<file path="src/main_pkg.sv">
package main_pkg;

    // Mapper regions, one bit each in the active vector
    typedef enum logic [2:0] {
        REG_MEM = 3'd0,
        REG_SCR = 3'd1,
        REG_PAL = 3'd2,
        REG_OBJ = 3'd3,
        REG_IO  = 3'd4,
        REG_SUB = 3'd5
    } region_e;

    typedef enum logic [1:0] {
        GAME_OUTRUN  = 2'd0,
        GAME_SHANGON = 2'd1
    } game_e;

    typedef enum logic [2:0] {
        CTRL_DUAL_STICK = 3'd0,
        CTRL_TRIGGER    = 3'd1,
        CTRL_WHEEL      = 3'd2
    } ctrl_type_e;

    // ADC multiplexer channel
    typedef enum logic [2:0] {
        ADC_WHEEL = 3'd0,
        ADC_GAS   = 3'd1,
        ADC_BRAKE = 3'd2,
        ADC_MOTOR = 3'd3
    } adc_ch_e;

    // Main CPU bus as seen after the mapper
    typedef struct packed {
        logic [23:1] addr;     // Word address
        logic        as_n;
        logic        rnw;
        logic [1:0]  dsn;      // {UDS, LDS}, active low
        logic [2:0]  fc;
        logic [15:0] dout;     // CPU write data
    } cpu_bus_t;

    typedef struct packed {
        logic rom;
        logic ram;
        logic sub;
        logic chr;
        logic vram;
        logic objram;
        logic pal;
        logic io;
    } chip_sel_t;

    // Cabinet inputs, joystick bits active low
    typedef struct packed {
        logic [7:0]  joystick1;
        logic [15:0] joyana1;
        logic [15:0] joyana1b;
        logic [1:0]  start_button;
        logic [1:0]  coin_input;
        logic        service;
        logic        dip_test;
        logic [7:0]  dipsw_a;
        logic [7:0]  dipsw_b;
        ctrl_type_e  ctrl_type;
    } cab_in_t;

    localparam logic [2:0]  IACK_FC  = 3'd7;
    localparam logic [1:0]  RAM_BANK = 2'd3;      // Work RAM at $60000
    localparam logic [15:0] OPEN_BUS = 16'hffff;
    localparam logic [7:0]  IO_IDLE  = 8'hff;

    // Digital override values for wheel and pedals
    localparam logic [7:0] WHEEL_LEFT_OR   = 8'he0;
    localparam logic [7:0] WHEEL_RIGHT_OR  = 8'h20;
    localparam logic [7:0] WHEEL_LEFT_SHO  = 8'h20;
    localparam logic [7:0] WHEEL_RIGHT_SHO = 8'hd0;
    localparam logic [7:0] PEDAL_FULL      = 8'hff;
    localparam logic [7:0] PEDAL_FULL_SHO  = 8'hf0;

    localparam logic [7:0] ADC_SIGN_FLIP   = 8'h80; // Signed wheel to offset binary

endpackage

</file>
<file path="src/mem_decoder.sv">
`timescale 1ns/100ps

module mem_decoder (
    input  logic                clk,
    input  logic                rst,
    input  main_pkg::cpu_bus_t  bus,
    input  logic [7:0]          active,
    output main_pkg::chip_sel_t sel
);
    import main_pkg::*;

    chip_sel_t sel_nxt;
    logic      bus_ok;
    logic      any_ds;
    logic      ram_bank;
    logic      scr_hi;

    // Interrupt acknowledge cycles never reach memory
    assign bus_ok   = !bus.as_n && (bus.fc != IACK_FC);
    assign any_ds   = !(&bus.dsn);                // Strobes are active low
    assign ram_bank = (bus.addr[18:17] == RAM_BANK);
    assign scr_hi   = bus.addr[16];               // Character RAM half of scroll region

    always_comb begin
        sel_nxt = '0;
        if (bus_ok) begin
            // ROM and work RAM share the memory region
            sel_nxt.rom    = active[REG_MEM] && !ram_bank;
            sel_nxt.ram    = active[REG_MEM] && ram_bank && any_ds;

            sel_nxt.chr    = active[REG_SCR] && scr_hi;
            sel_nxt.vram   = active[REG_SCR] && !scr_hi && any_ds;

            sel_nxt.objram = active[REG_OBJ];
            sel_nxt.pal    = active[REG_PAL];
            sel_nxt.io     = active[REG_IO];
            sel_nxt.sub    = active[REG_SUB];
        end
    end

    always_ff @(posedge clk or posedge rst) begin
        if (rst) begin
            sel <= '0;
        end else begin
            sel <= sel_nxt;
        end
    end

endmodule

</file>
<file path="src/cabinet_io.sv">
`timescale 1ns/100ps

module cabinet_io (
    input  logic               clk,
    input  logic               rst,
    input  logic               io_cs,
    input  main_pkg::cpu_bus_t bus,
    input  main_pkg::game_e    game_id,
    input  main_pkg::cab_in_t  cab,
    output logic [7:0]         cab_dout,
    output logic               video_en,
    output logic               snd_rstb,
    output logic               obj_toggle,
    output logic [1:0]         obj_cfg
);
    import main_pkg::*;

    adc_ch_e     adc_ch;
    logic [7:0]  dacana1;     // Captured wheel channel
    logic [15:0] dacana1b;    // Captured pedal channel
    logic        sho_game;
    logic        or_cs;
    logic        sho_cs;
    logic [2:0]  sho_code;
    logic        lo_wr;
    logic        ppic_wr;
    logic        adc_wr;
    logic [7:0]  pedal;
    logic [7:0]  gas_raw;
    logic [7:0]  brake_raw;
    logic [7:0]  wheel_left;
    logic [7:0]  wheel_right;
    logic [7:0]  pedal_full;
    logic        gas_key;
    logic        brake_key;
    logic [7:0]  adc_dout;

    assign sho_game = (game_id == GAME_SHANGON);
    assign or_cs    = io_cs && (game_id == GAME_OUTRUN);
    assign sho_cs   = io_cs && sho_game;
    assign sho_code = {bus.addr[13:12], bus.addr[5]}; // Hang On page select
    assign lo_wr    = !bus.rnw && !bus.dsn[0];

    // Port C of the former PPI
    assign ppic_wr = or_cs && (bus.addr[6:4] == 3'd0) && (bus.addr[2:1] == 2'd2) && lo_wr;

    // Per-game override values
    assign wheel_left  = sho_game ? WHEEL_LEFT_SHO  : WHEEL_LEFT_OR;
    assign wheel_right = sho_game ? WHEEL_RIGHT_SHO : WHEEL_RIGHT_OR;
    assign pedal_full  = sho_game ? PEDAL_FULL_SHO  : PEDAL_FULL;
    assign gas_key     = sho_game ? cab.joystick1[3] : cab.joystick1[4];
    assign brake_key   = sho_game ? cab.joystick1[2] : cab.joystick1[5];

    // Pedal conversion from the analog stick value
    always_comb begin
        pedal     = {dacana1b[14:8], dacana1b[14]};
        gas_raw   = dacana1b[15] ? ~pedal : 8'd0;
        brake_raw = dacana1b[15] ? 8'd0 : pedal;
        if (cab.ctrl_type == CTRL_TRIGGER) begin
            gas_raw = dacana1b[7] ? 8'd0 : {dacana1b[6:0], dacana1b[6]};
        end
    end

    always_comb begin
        case (adc_ch)
            ADC_WHEEL: begin
                if (!cab.joystick1[0])
                    adc_dout = wheel_left;
                else if (!cab.joystick1[1])
                    adc_dout = wheel_right;
                else
                    adc_dout = dacana1 ^ ADC_SIGN_FLIP;
            end
            ADC_GAS:   adc_dout = !gas_key ? pedal_full : gas_raw;
            ADC_BRAKE: adc_dout = !brake_key ? pedal_full : brake_raw;
            ADC_MOTOR: adc_dout = IO_IDLE;   // No motor fitted
            default:   adc_dout = IO_IDLE;
        endcase
    end

    // Read data, object strobe and ADC capture request
    always_comb begin
        cab_dout   = IO_IDLE;
        obj_toggle = 1'b0;
        adc_wr     = 1'b0;
        if (or_cs) begin
            case (bus.addr[6:4])
                3'd1: begin
                    case (bus.addr[2:1])
                        2'd0: cab_dout = {cab.coin_input, ~cab.joystick1[7], cab.joystick1[6],
                                          cab.start_button[0], cab.service, cab.dip_test, 1'b1};
                        2'd2: cab_dout = cab.dipsw_a;
                        2'd3: cab_dout = cab.dipsw_b;
                        default: cab_dout = IO_IDLE;
                    endcase
                end
                3'd3: begin
                    cab_dout = adc_dout;
                    adc_wr   = !bus.rnw;
                end
                3'd7: obj_toggle = 1'b1;
                default: ;
            endcase
        end
        if (sho_cs) begin
            case (sho_code)
                3'd2: begin
                    case (bus.addr[2:1])
                        2'd1: cab_dout = {2'b11, cab.joystick1[4], cab.start_button[0],
                                          cab.service, cab.dip_test, cab.coin_input};
                        2'd2: cab_dout = cab.dipsw_a;
                        2'd3: cab_dout = cab.dipsw_b;
                        default: cab_dout = IO_IDLE;
                    endcase
                end
                3'd7: begin
                    cab_dout = adc_dout;
                    adc_wr   = !bus.rnw;
                end
                default: ;
            endcase
        end
    end

    always_ff @(posedge clk or posedge rst) begin
        if (rst) begin
            obj_cfg  <= 2'd0;
            video_en <= 1'b1;
            adc_ch   <= ADC_WHEEL;
            snd_rstb <= 1'b1;
        end else if (ppic_wr) begin
            obj_cfg  <= bus.dout[7:6];  // Object engine and colour mixer
            video_en <= bus.dout[5];
            adc_ch   <= adc_ch_e'(bus.dout[4:2]);
            snd_rstb <= bus.dout[0];
        end else if (sho_cs && lo_wr) begin
            case (sho_code)
                3'd0: begin
                    adc_ch   <= adc_ch_e'({1'b0, bus.dout[7:6]});
                    video_en <= bus.dout[4];
                end
                3'd1: snd_rstb <= ~bus.dout[0];
                default: ;
            endcase
        end
    end

    // Sample both analog inputs on an ADC write
    always_ff @(posedge clk) begin
        if (adc_wr) begin
            dacana1  <= cab.joyana1[7:0];
            dacana1b <= cab.joyana1b;
        end
    end

endmodule

</file>
<file path="src/read_data_mux.sv">
`timescale 1ns/100ps

module read_data_mux (
    input  logic                clk,
    input  logic                rst,
    input  main_pkg::chip_sel_t sel,
    input  logic [7:0]          cab_dout,
    input  logic [15:0]         rom_data,
    input  logic [15:0]         ram_data,
    input  logic [15:0]         char_dout,
    input  logic [15:0]         pal_dout,
    input  logic [15:0]         obj_dout,
    input  logic [15:0]         sub_din,
    input  logic                rom_ok,
    input  logic                ram_ok,
    input  logic                sub_ok,
    output logic [15:0]         cpu_din,
    output logic                bus_busy
);
    import main_pkg::*;

    logic [15:0] rd_word;
    logic        ram_any;

    assign ram_any = sel.ram || sel.vram;  // Both served by the RAM port

    // Read word by fixed priority
    always_comb begin
        if (ram_any)
            rd_word = ram_data;
        else if (sel.rom)
            rd_word = rom_data;            // Unencrypted ROM
        else if (sel.chr)
            rd_word = char_dout;
        else if (sel.pal)
            rd_word = pal_dout;
        else if (sel.objram)
            rd_word = obj_dout;
        else if (sel.sub)
            rd_word = sub_din;
        else if (sel.io)
            rd_word = {IO_IDLE, cab_dout}; // Byte-wide I/O
        else
            rd_word = OPEN_BUS;
    end

    always_ff @(posedge clk or posedge rst) begin
        if (rst) begin
            cpu_din <= 16'd0;
        end else begin
            cpu_din <= rd_word;
        end
    end

    // Mapper stretches the cycle while data is pending
    assign bus_busy = (sel.rom && !rom_ok) ||
                      (ram_any && !ram_ok) ||
                      (sel.sub && !sub_ok);

endmodule

</file>
<file path="src/main_bus.sv">
`timescale 1ns/100ps

module main_bus (
    input  logic                clk,
    input  logic                rst,
    input  main_pkg::cpu_bus_t  bus,
    input  logic [7:0]          active,
    input  main_pkg::game_e     game_id,
    input  main_pkg::cab_in_t   cab,
    input  logic [15:0]         rom_data,
    input  logic [15:0]         ram_data,
    input  logic [15:0]         char_dout,
    input  logic [15:0]         pal_dout,
    input  logic [15:0]         obj_dout,
    input  logic [15:0]         sub_din,
    input  logic                rom_ok,
    input  logic                ram_ok,
    input  logic                sub_ok,
    output main_pkg::chip_sel_t sel,
    output logic [15:0]         cpu_din,
    output logic                bus_busy,
    output logic                video_en,
    output logic [1:0]          obj_cfg,
    output logic                snd_rstb,
    output logic                obj_toggle
);

    logic [7:0] cab_dout;   // Cabinet page read byte

    // Chip selects, one clock after the bus
    mem_decoder u_decoder (
        .clk    ( clk    ),
        .rst    ( rst    ),
        .bus    ( bus    ),
        .active ( active ),
        .sel    ( sel    )
    );

    cabinet_io u_cabinet (
        .clk        ( clk        ),
        .rst        ( rst        ),
        .io_cs      ( sel.io     ),
        .bus        ( bus        ),
        .game_id    ( game_id    ),
        .cab        ( cab        ),
        .cab_dout   ( cab_dout   ),
        .video_en   ( video_en   ),
        .snd_rstb   ( snd_rstb   ),
        .obj_toggle ( obj_toggle ),
        .obj_cfg    ( obj_cfg    )
    );

    // Read data to the CPU
    read_data_mux u_rd_mux (
        .clk       ( clk       ),
        .rst       ( rst       ),
        .sel       ( sel       ),
        .cab_dout  ( cab_dout  ),
        .rom_data  ( rom_data  ),
        .ram_data  ( ram_data  ),
        .char_dout ( char_dout ),
        .pal_dout  ( pal_dout  ),
        .obj_dout  ( obj_dout  ),
        .sub_din   ( sub_din   ),
        .rom_ok    ( rom_ok    ),
        .ram_ok    ( ram_ok    ),
        .sub_ok    ( sub_ok    ),
        .cpu_din   ( cpu_din   ),
        .bus_busy  ( bus_busy  )
    );

endmodule

</file>
<file path="config.mk">
export PLATFORM = sky130hd
export DESIGN_NAME = main_bus
export DESIGN_NICKNAME = d
export VERILOG_FILES = /design/src/main_pkg.sv /design/src/mem_decoder.sv /design/src/cabinet_io.sv /design/src/read_data_mux.sv /design/src/main_bus.sv
export SDC_FILE = /design/constraint.sdc
export NUM_CORES = 1
export LEC_CHECK = 0
export BUFFER_PORTS_ARGS = -buffer_cell sky130_fd_sc_hd__buf_2
export CAP_MARGIN = 20
export CORE_AREA = 2 2 98 100
export CTS_BUF_LIST = sky130_fd_sc_hd__clkbuf_2 sky130_fd_sc_hd__clkbuf_4 sky130_fd_sc_hd__clkbuf_8
export CTS_CLUSTER_DIAMETER = 120
export DETAILED_ROUTE_END_ITERATION = 12
export DIE_AREA = 0 0 100 102
export GPL_TIMING_DRIVEN = 0
export PLACE_DENSITY = 0.76
export SLEW_MARGIN = 10
export SYNTH_ARGS = -nofsm -noshare
export SYNTH_HDL_FRONTEND = slang
export SYNTH_SLANG_ARGS = --single-unit
</file>
<file path="constraint.sdc">
create_clock -name clk -period 3.4 [get_ports clk]
set_clock_uncertainty 0.2 [all_clocks]
set_input_delay 0.68 -clock clk [delete_from_list [all_inputs] [get_ports clk]]
set_output_delay 0.68 -clock clk [all_outputs]
set_load 0.02 [all_outputs]
</file>
==> Word-level counts from Yosys, hierarchy flattened <==
Cells that the tools add are included.
{ "word_totals": {"inputBits": 222, "regBits": 55, "elab_cells": 117, "output_inout_bits": 30} }
{ "classes": {"bitwise_logic": 4, "n_eq_ne": 15, "n_mux": 43, "n_reduce_logical": 40} }
{ "op_table": {"columns": ["op", "n"], "rows": [
  ["$mux W8", 14],
  ["$mux W16", 6],
  ["$pmux W8 S3", 3],
  ["$pmux W8 S2", 2],
  ["$logic_and A1 B1 Y1", 17],
  ["$mux W1", 14],
  ["$eq A3 B1 Y1 const B", 4],
  ["$eq A3 B2 Y1 const B", 3],
  ["$logic_not A1 Y1", 9],
  ["$logic_not A3 Y1", 3],
  ["$mux W3", 3],
  ["$not A8 Y8", 1],
  ["$eq A2 B2 Y1 const B", 3],
  ["$eq A3 B3 Y1 const B", 2],
  ["$reduce_and A2 Y1", 3],
  ["$reduce_bool A2 Y1", 3],
  ["$eq A2 B1 Y1 const B", 2],
  ["$logic_not A2 Y1", 2],
  ["$mux W4", 1],
  ["$logic_or A1 B1 Y1", 3],
  ["$ne A3 B3 Y1 const B", 1],
  ["$not A1 Y1", 3]
]} }

==> Depth between registers and ports, before layout <==
{ "logic_depth": {"depth_word": 16, "depth_mapped": 8, "depth_no_buf": 6} }

==> By module <==
A second synthesis with hierarchy kept.
{ "hier_totals": {"hier_cells": 413, "area_unflattened_um2": 3854.9} }
{ "by_module_without_submodules": {"columns": ["mod", "instances", "seq_area_each_um2", "cells_per_inst", "area_each_um2"], "rows": [
  ["cabinet_io", 1, 898.4, 209, 2028.2],
  ["read_data_mux", 1, 400.4, 184, 1525.2],
  ["mem_decoder", 1, 200.2, 20, 301.5]
]} }

==> Least setup slack after synthesis <==
OpenSTA, ideal clock, no wires.
{ "synth_timing": {"path_kind": "input port to flip-flop", "from": "input port bus[27] (netlist name)", "to": "register u_cabinet.dacana1[0], enable pin", "arrival_time_ns": 2.474, "required_time_ns": 2.787, "setup_slack_ns": 0.312, "setup_ns": 0.413, "path_stages": 4, "n_path_buf": 2, "cell_sequence": "clkbuf_1 > clkbuf_1 > nand2b_1 > a21oi_1"} }
{ "synth_between": {"elab_chain_len": 5, "elab_cells_between_ends": 6, "classes_between": "2 x eq/ne; 4 x mux"} }
{ "synth_lines": {"columns": ["item", "line_no", "text"], "rows": [
  ["from (decl)", "main_bus.sv:6", "input main_pkg::cpu_bus_t bus,"],
  ["$eq A3 B2 Y1", "cabinet_io.sv:87", "case (bus.addr[6:4])"],
  ["$mux W1", "cabinet_io.sv:87", null],
  ["$mux W1", "cabinet_io.sv:86", "if (or_cs) begin"],
  ["$mux W1", "cabinet_io.sv:106", "case (sho_code)"],
  ["$mux W1 (*)", "cabinet_io.sv:105", "if (sho_cs) begin"],
  ["via u_cabinet.adc_wr", "cabinet_io.sv:27", "logic adc_wr;"],
  ["to (signal assigned)", "cabinet_io.sv:151", "dacana1 <= cab.joyana1[7:0];"],
  ["to (decl)", "cabinet_io.sv:19", "logic [7:0] dacana1;"]
]} }
Mark *: on every way through the listed nets, which the timed path passes. The rest lies on a longest branch.
A chain may end at the register's enable or synchronous reset.

==> Worst setup path in the final report <==
{ "layout_timing": {"from": "register u_decoder.sel[3] (netlist name)", "to": "output port bus_busy"} }
{ "layout_between": {"elab_chain_len": 4} }
{ "layout_lines": {"columns": ["item", "line_no", "text"], "rows": [
  ["$logic_or A1 B1 Y1", "read_data_mux.sv:25", "assign ram_any = sel.ram || sel.vram;"],
  ["$logic_and A1 B1 Y1", "read_data_mux.sv:57", "(ram_any && !ram_ok) ||"],
  ["$logic_or A1 B1 Y1", "read_data_mux.sv:56", "assign bus_busy = (sel.rom && !rom_ok) ||"],
  ["$logic_or A1 B1 Y1", "read_data_mux.sv:57", null],
  ["to (decl)", "main_bus.sv:21", "output logic bus_busy,"]
]} }
No other way between the ends.

==> summary.md <==
| Metric | Value |
|---|---|
| Leakage | `2.235 nW` |
| Drt first pass iters | `5` |
| EDFF count, synth | `24` |
| ANT nets after route | `0` |
| Largest net degree at the start of global routing | `32` |
| Ys async rst share | `0.5636` |
| Worst-path maximum fanout | `10` |
| Clock root buffer master | `clkbuf_8` |
| Final hold vios | `0` |
| Mapped cell area | `3627 um^2` |
| IO Pins | `252` |
| Finish-stage setup viols | `0` |
| CTS Buf Count | `5` |
| Routability cong. | `0.8953` |
| Synth Area per Inst | `9.206 um^2` |
| RSZ-0062 raised after global routing | `no` |
| Gr usage total | `0.2412` |
| Chip width | `100 um` |
| Hold Crit Class | `input port to async pin` |
| Worst-path clk slew | `120 ps` |
| Synthesis-stage register bit count | `55` |
| IO buf count | `215` |
| Endpoint type of the worst setup path | `primary output` |
| Initial Utilization | `0.3982` |
| Core footprint | `9109 um^2` |
| Arrival @ worst endpoint | `1850 ps` |
| Fillers | `878` |
| Die Area | `10200 um^2` |
| Worst r2r path cells | `4` |
| WL/cell | `17.85 um` |
| CTS Hold Bufs | `0` |
| Vias | `4082` |
| Critical Path Start | `u_decoder.sel[3]$_DFF_PP0_` |
| R2R setup slack | `950 ps` |
| DRC | `0` |
| First-pass GRT wire length | `19330 um` |
| Crit path to | `bus_busy` |
| Startpoint Class | `register` |
| Core Rows | `35` |
| CTS tree | `done` |
| Synth Net Count | `616` |
| Pwr dens | `328.0 nW/um^2` |
| FF-to-FF End | `u_cabinet.dacana1b[13]$_DFFE_PP_` |
| RR Startpoint | `u_decoder.sel[0]$_DFF_PP0_` |
| Worst VDD drop | `223.6 uV` |
| Grt ovf | `0` |
| Layout area overhead | `36.81%` |
| Sequential share of the synthesized area | `0.4132` |
| Clock sink count | `55` |
| CTS HTree Levels | `2` |
| Slew Limit Fails | `0` |
| Fmax | `365.8 MHz` |
| DRT Wirelength | `13030 um` |
| Cell count after synthesis | `394` |
| Synth unique cells | `63` |
| Die Ht | `102 um` |
| Postcts setup bufs | `0` |
| Placed cells | `721` |
| Worst skew pair latency | `320 ps` |
| Share of layout cells above drive strength 1 | `0.4094` |
| Pre-CTS WS | `633.5 ps` |
| Total power | `0.001628 W` |
| Max capacitance violation total | `0` |
| HPWL after DPL | `10530 um` |
| Critical path class | `register to primary output` |
| Relative slew slack | `0.5098` |
| Final cycle utilization of the critical path | `0.8041` |
| Initial antenna violation count | `1` |
| Vias/cell | `5.592` |
| Post-route worst setup slack | `666.1 ps` |
| Initial DRC Count | `152` |
| CTS resizes | `0` |
| Max Root-Sink Buffers | `2` |
| Util after Layout | `0.5448` |
| Ys Warns | `0` |
| Final non-filler cell total | `730` |
| Top FF cell, synth | `dfrtp_1` |
| Vias in the first global route | `4031` |
| Req. time, crit path | `2520 ps` |
| Least-Margin Pin Slew | `734.2 ps` |
| Nets | `839` |
| Outcome | `finished clean` |
| Minimum clock period | `2734 ps` |
-- metal layers --
metal	track usage	wire length, um
met1	0.2960	5277
met4	0.06322	252
met5	0	11
met2	0.4314	6451
met3	0.05404	1036
-- synthesized netlist by cell type (2+ instances only) --
cell type / n / share of area
nand2_1: 40 / 0.041
o21ai_0: 31 / 0.043
a21oi_1: 30 / 0.041
dfrtp_1: 29 / 0.20
nor2_1: 26 / 0.027
edfxtp_1: 24 / 0.20
o22ai_1: 20 / 0.034
mux2i_1: 19 / 0.052
o211ai_1: 19 / 0.039
nor3_1: 16 / 0.022
clkbuf_1: 13 / 0.013
a211oi_1: 8 / 0.017
inv_1: 7 / 0.0072
nand2b_1: 7 / 0.012
nor2b_1: 7 / 0.012
o21a_1: 7 / 0.014
a221oi_1: 5 / 0.012
and2_1: 5 / 0.0086
o221ai_1: 5 / 0.012
a221o_1: 4 / 0.011
clkbuf_8: 4 / 0.015
nand3_1: 4 / 0.0055
a211o_1: 3 / 0.0072
a21boi_0: 3 / 0.0062
a31oi_1: 3 / 0.0052
and3_1: 3 / 0.0052
buf_2: 3 / 0.0041
nor3b_1: 3 / 0.0062
o2111ai_1: 3 / 0.0072
o31ai_1: 3 / 0.0062
buf_1: 2 / 0.0021
dfstp_2: 2 / 0.014
mux2_2: 2 / 0.0062
mux2i_2: 2 / 0.0076
nand4b_1: 2 / 0.0048
or2_2: 2 / 0.0034
or2b_2: 2 / 0.0048
-- final cells by class --
class	instances	area, um^2	area share
clock buffers	5	68.82	0.01387
clock inverters	3	33.78	0.006808
repair buffers	216	1087	0.2191
multi-input cells	307	1956	0.3941
plain buffers	25	150.1	0.03026
well taps	111	138.9	0.02799
flip-flops and latches	55	1499	0.3021
diodes	1	2.502	0.0005043
inverters	7	26.28	0.005295
-- per-stage QoR --
step	TNS (ps)	area, um^2	hold WS [ps]
finish	0	4962	273.8
global route	0	4960	310.2
CTS	0	4960	291.5
detailed placement	0	4857	275.5
global placement	-7029	4842	266.8
floorplan	0	3627	311.0
-- worst max-delay path: stages (launching register included) --
cell and delay, ps:
dfrtp_1 410, nor2_1 350, clkbuf_1 410, o221ai_1 170
buf_2 190
-- layout by cell type, fill, tap and decap left out, types with 4 or more instances in the layout --
| cell type | count |
|---|---|
| clkbuf_8 | 9 |
| nand3_1 | 4 |
| nand2_1 | 40 |
| o21a_1 | 7 |
| o211ai_1 | 19 |
| edfxtp_1 | 24 |
| clkbuf_1 | 13 |
| o221ai_1 | 5 |
| mux2i_1 | 19 |
| dfrtp_1 | 29 |
| inv_1 | 6 |
| a221o_1 | 4 |
| a221oi_1 | 5 |
| nor2b_1 | 7 |
| o21ai_0 | 31 |
| nand2b_1 | 7 |
| a21oi_1 | 29 |
| buf_2 | 218 |
| a211oi_1 | 8 |
| and2_1 | 5 |
| o22ai_1 | 20 |
| nor3_1 | 16 |
| nor2_1 | 26 |
-- registers in the layout (all words and copies together), names as in the netlist --
signal	count
u_cabinet.dacana1b	16
u_cabinet.snd_rstb	1
u_decoder.sel	8
u_cabinet.obj_cfg	2
u_cabinet.dacana1	8
u_cabinet.adc_ch	3
u_cabinet.video_en	1
u_rd_mux.cpu_din	16
-- worst min-delay path by stage --
stage | start | slack [ps] | end
CTS | u_cabinet.video_en$_DFFE_PP1P_ | 290 | u_cabinet.video_en$_DFFE_PP1P_
global placement | u_cabinet.video_en$_DFFE_PP1P_ | 270 | u_cabinet.video_en$_DFFE_PP1P_
global route | u_cabinet.video_en$_DFFE_PP1P_ | 310 | u_cabinet.video_en$_DFFE_PP1P_
finish | rst | 270 | u_decoder.sel[5]$_DFF_PP0_
floorplan | u_cabinet.video_en$_DFFE_PP1P_ | 310 | u_cabinet.video_en$_DFFE_PP1P_
detailed placement | u_cabinet.video_en$_DFFE_PP1P_ | 280 | u_cabinet.video_en$_DFFE_PP1P_
-- where the power goes --
| part | switching, W | internal, W | leakage, nW |
|---|---|---|---|
| clock network | 0.000256 | 0.000157 | 0.0519 |
| registers | 0.0000148 | 0.000732 | 0.590 |
| logic | 0.000261 | 0.000207 | 1.59 |
-- logic make-up (layout without fill, tap and decap cells) --
kind of cell    after synthesis  count (layout)  synth area share
other cells                   0               1                 0
xor+xnor                      1               1          0.002415
flops                        55              55            0.4132
compound gates              155             155            0.2863
buf+inv                      32             256           0.04864
simple gates                128             128            0.1832
mux                          23              23           0.06623
Power figures use the tool's default switching activity.
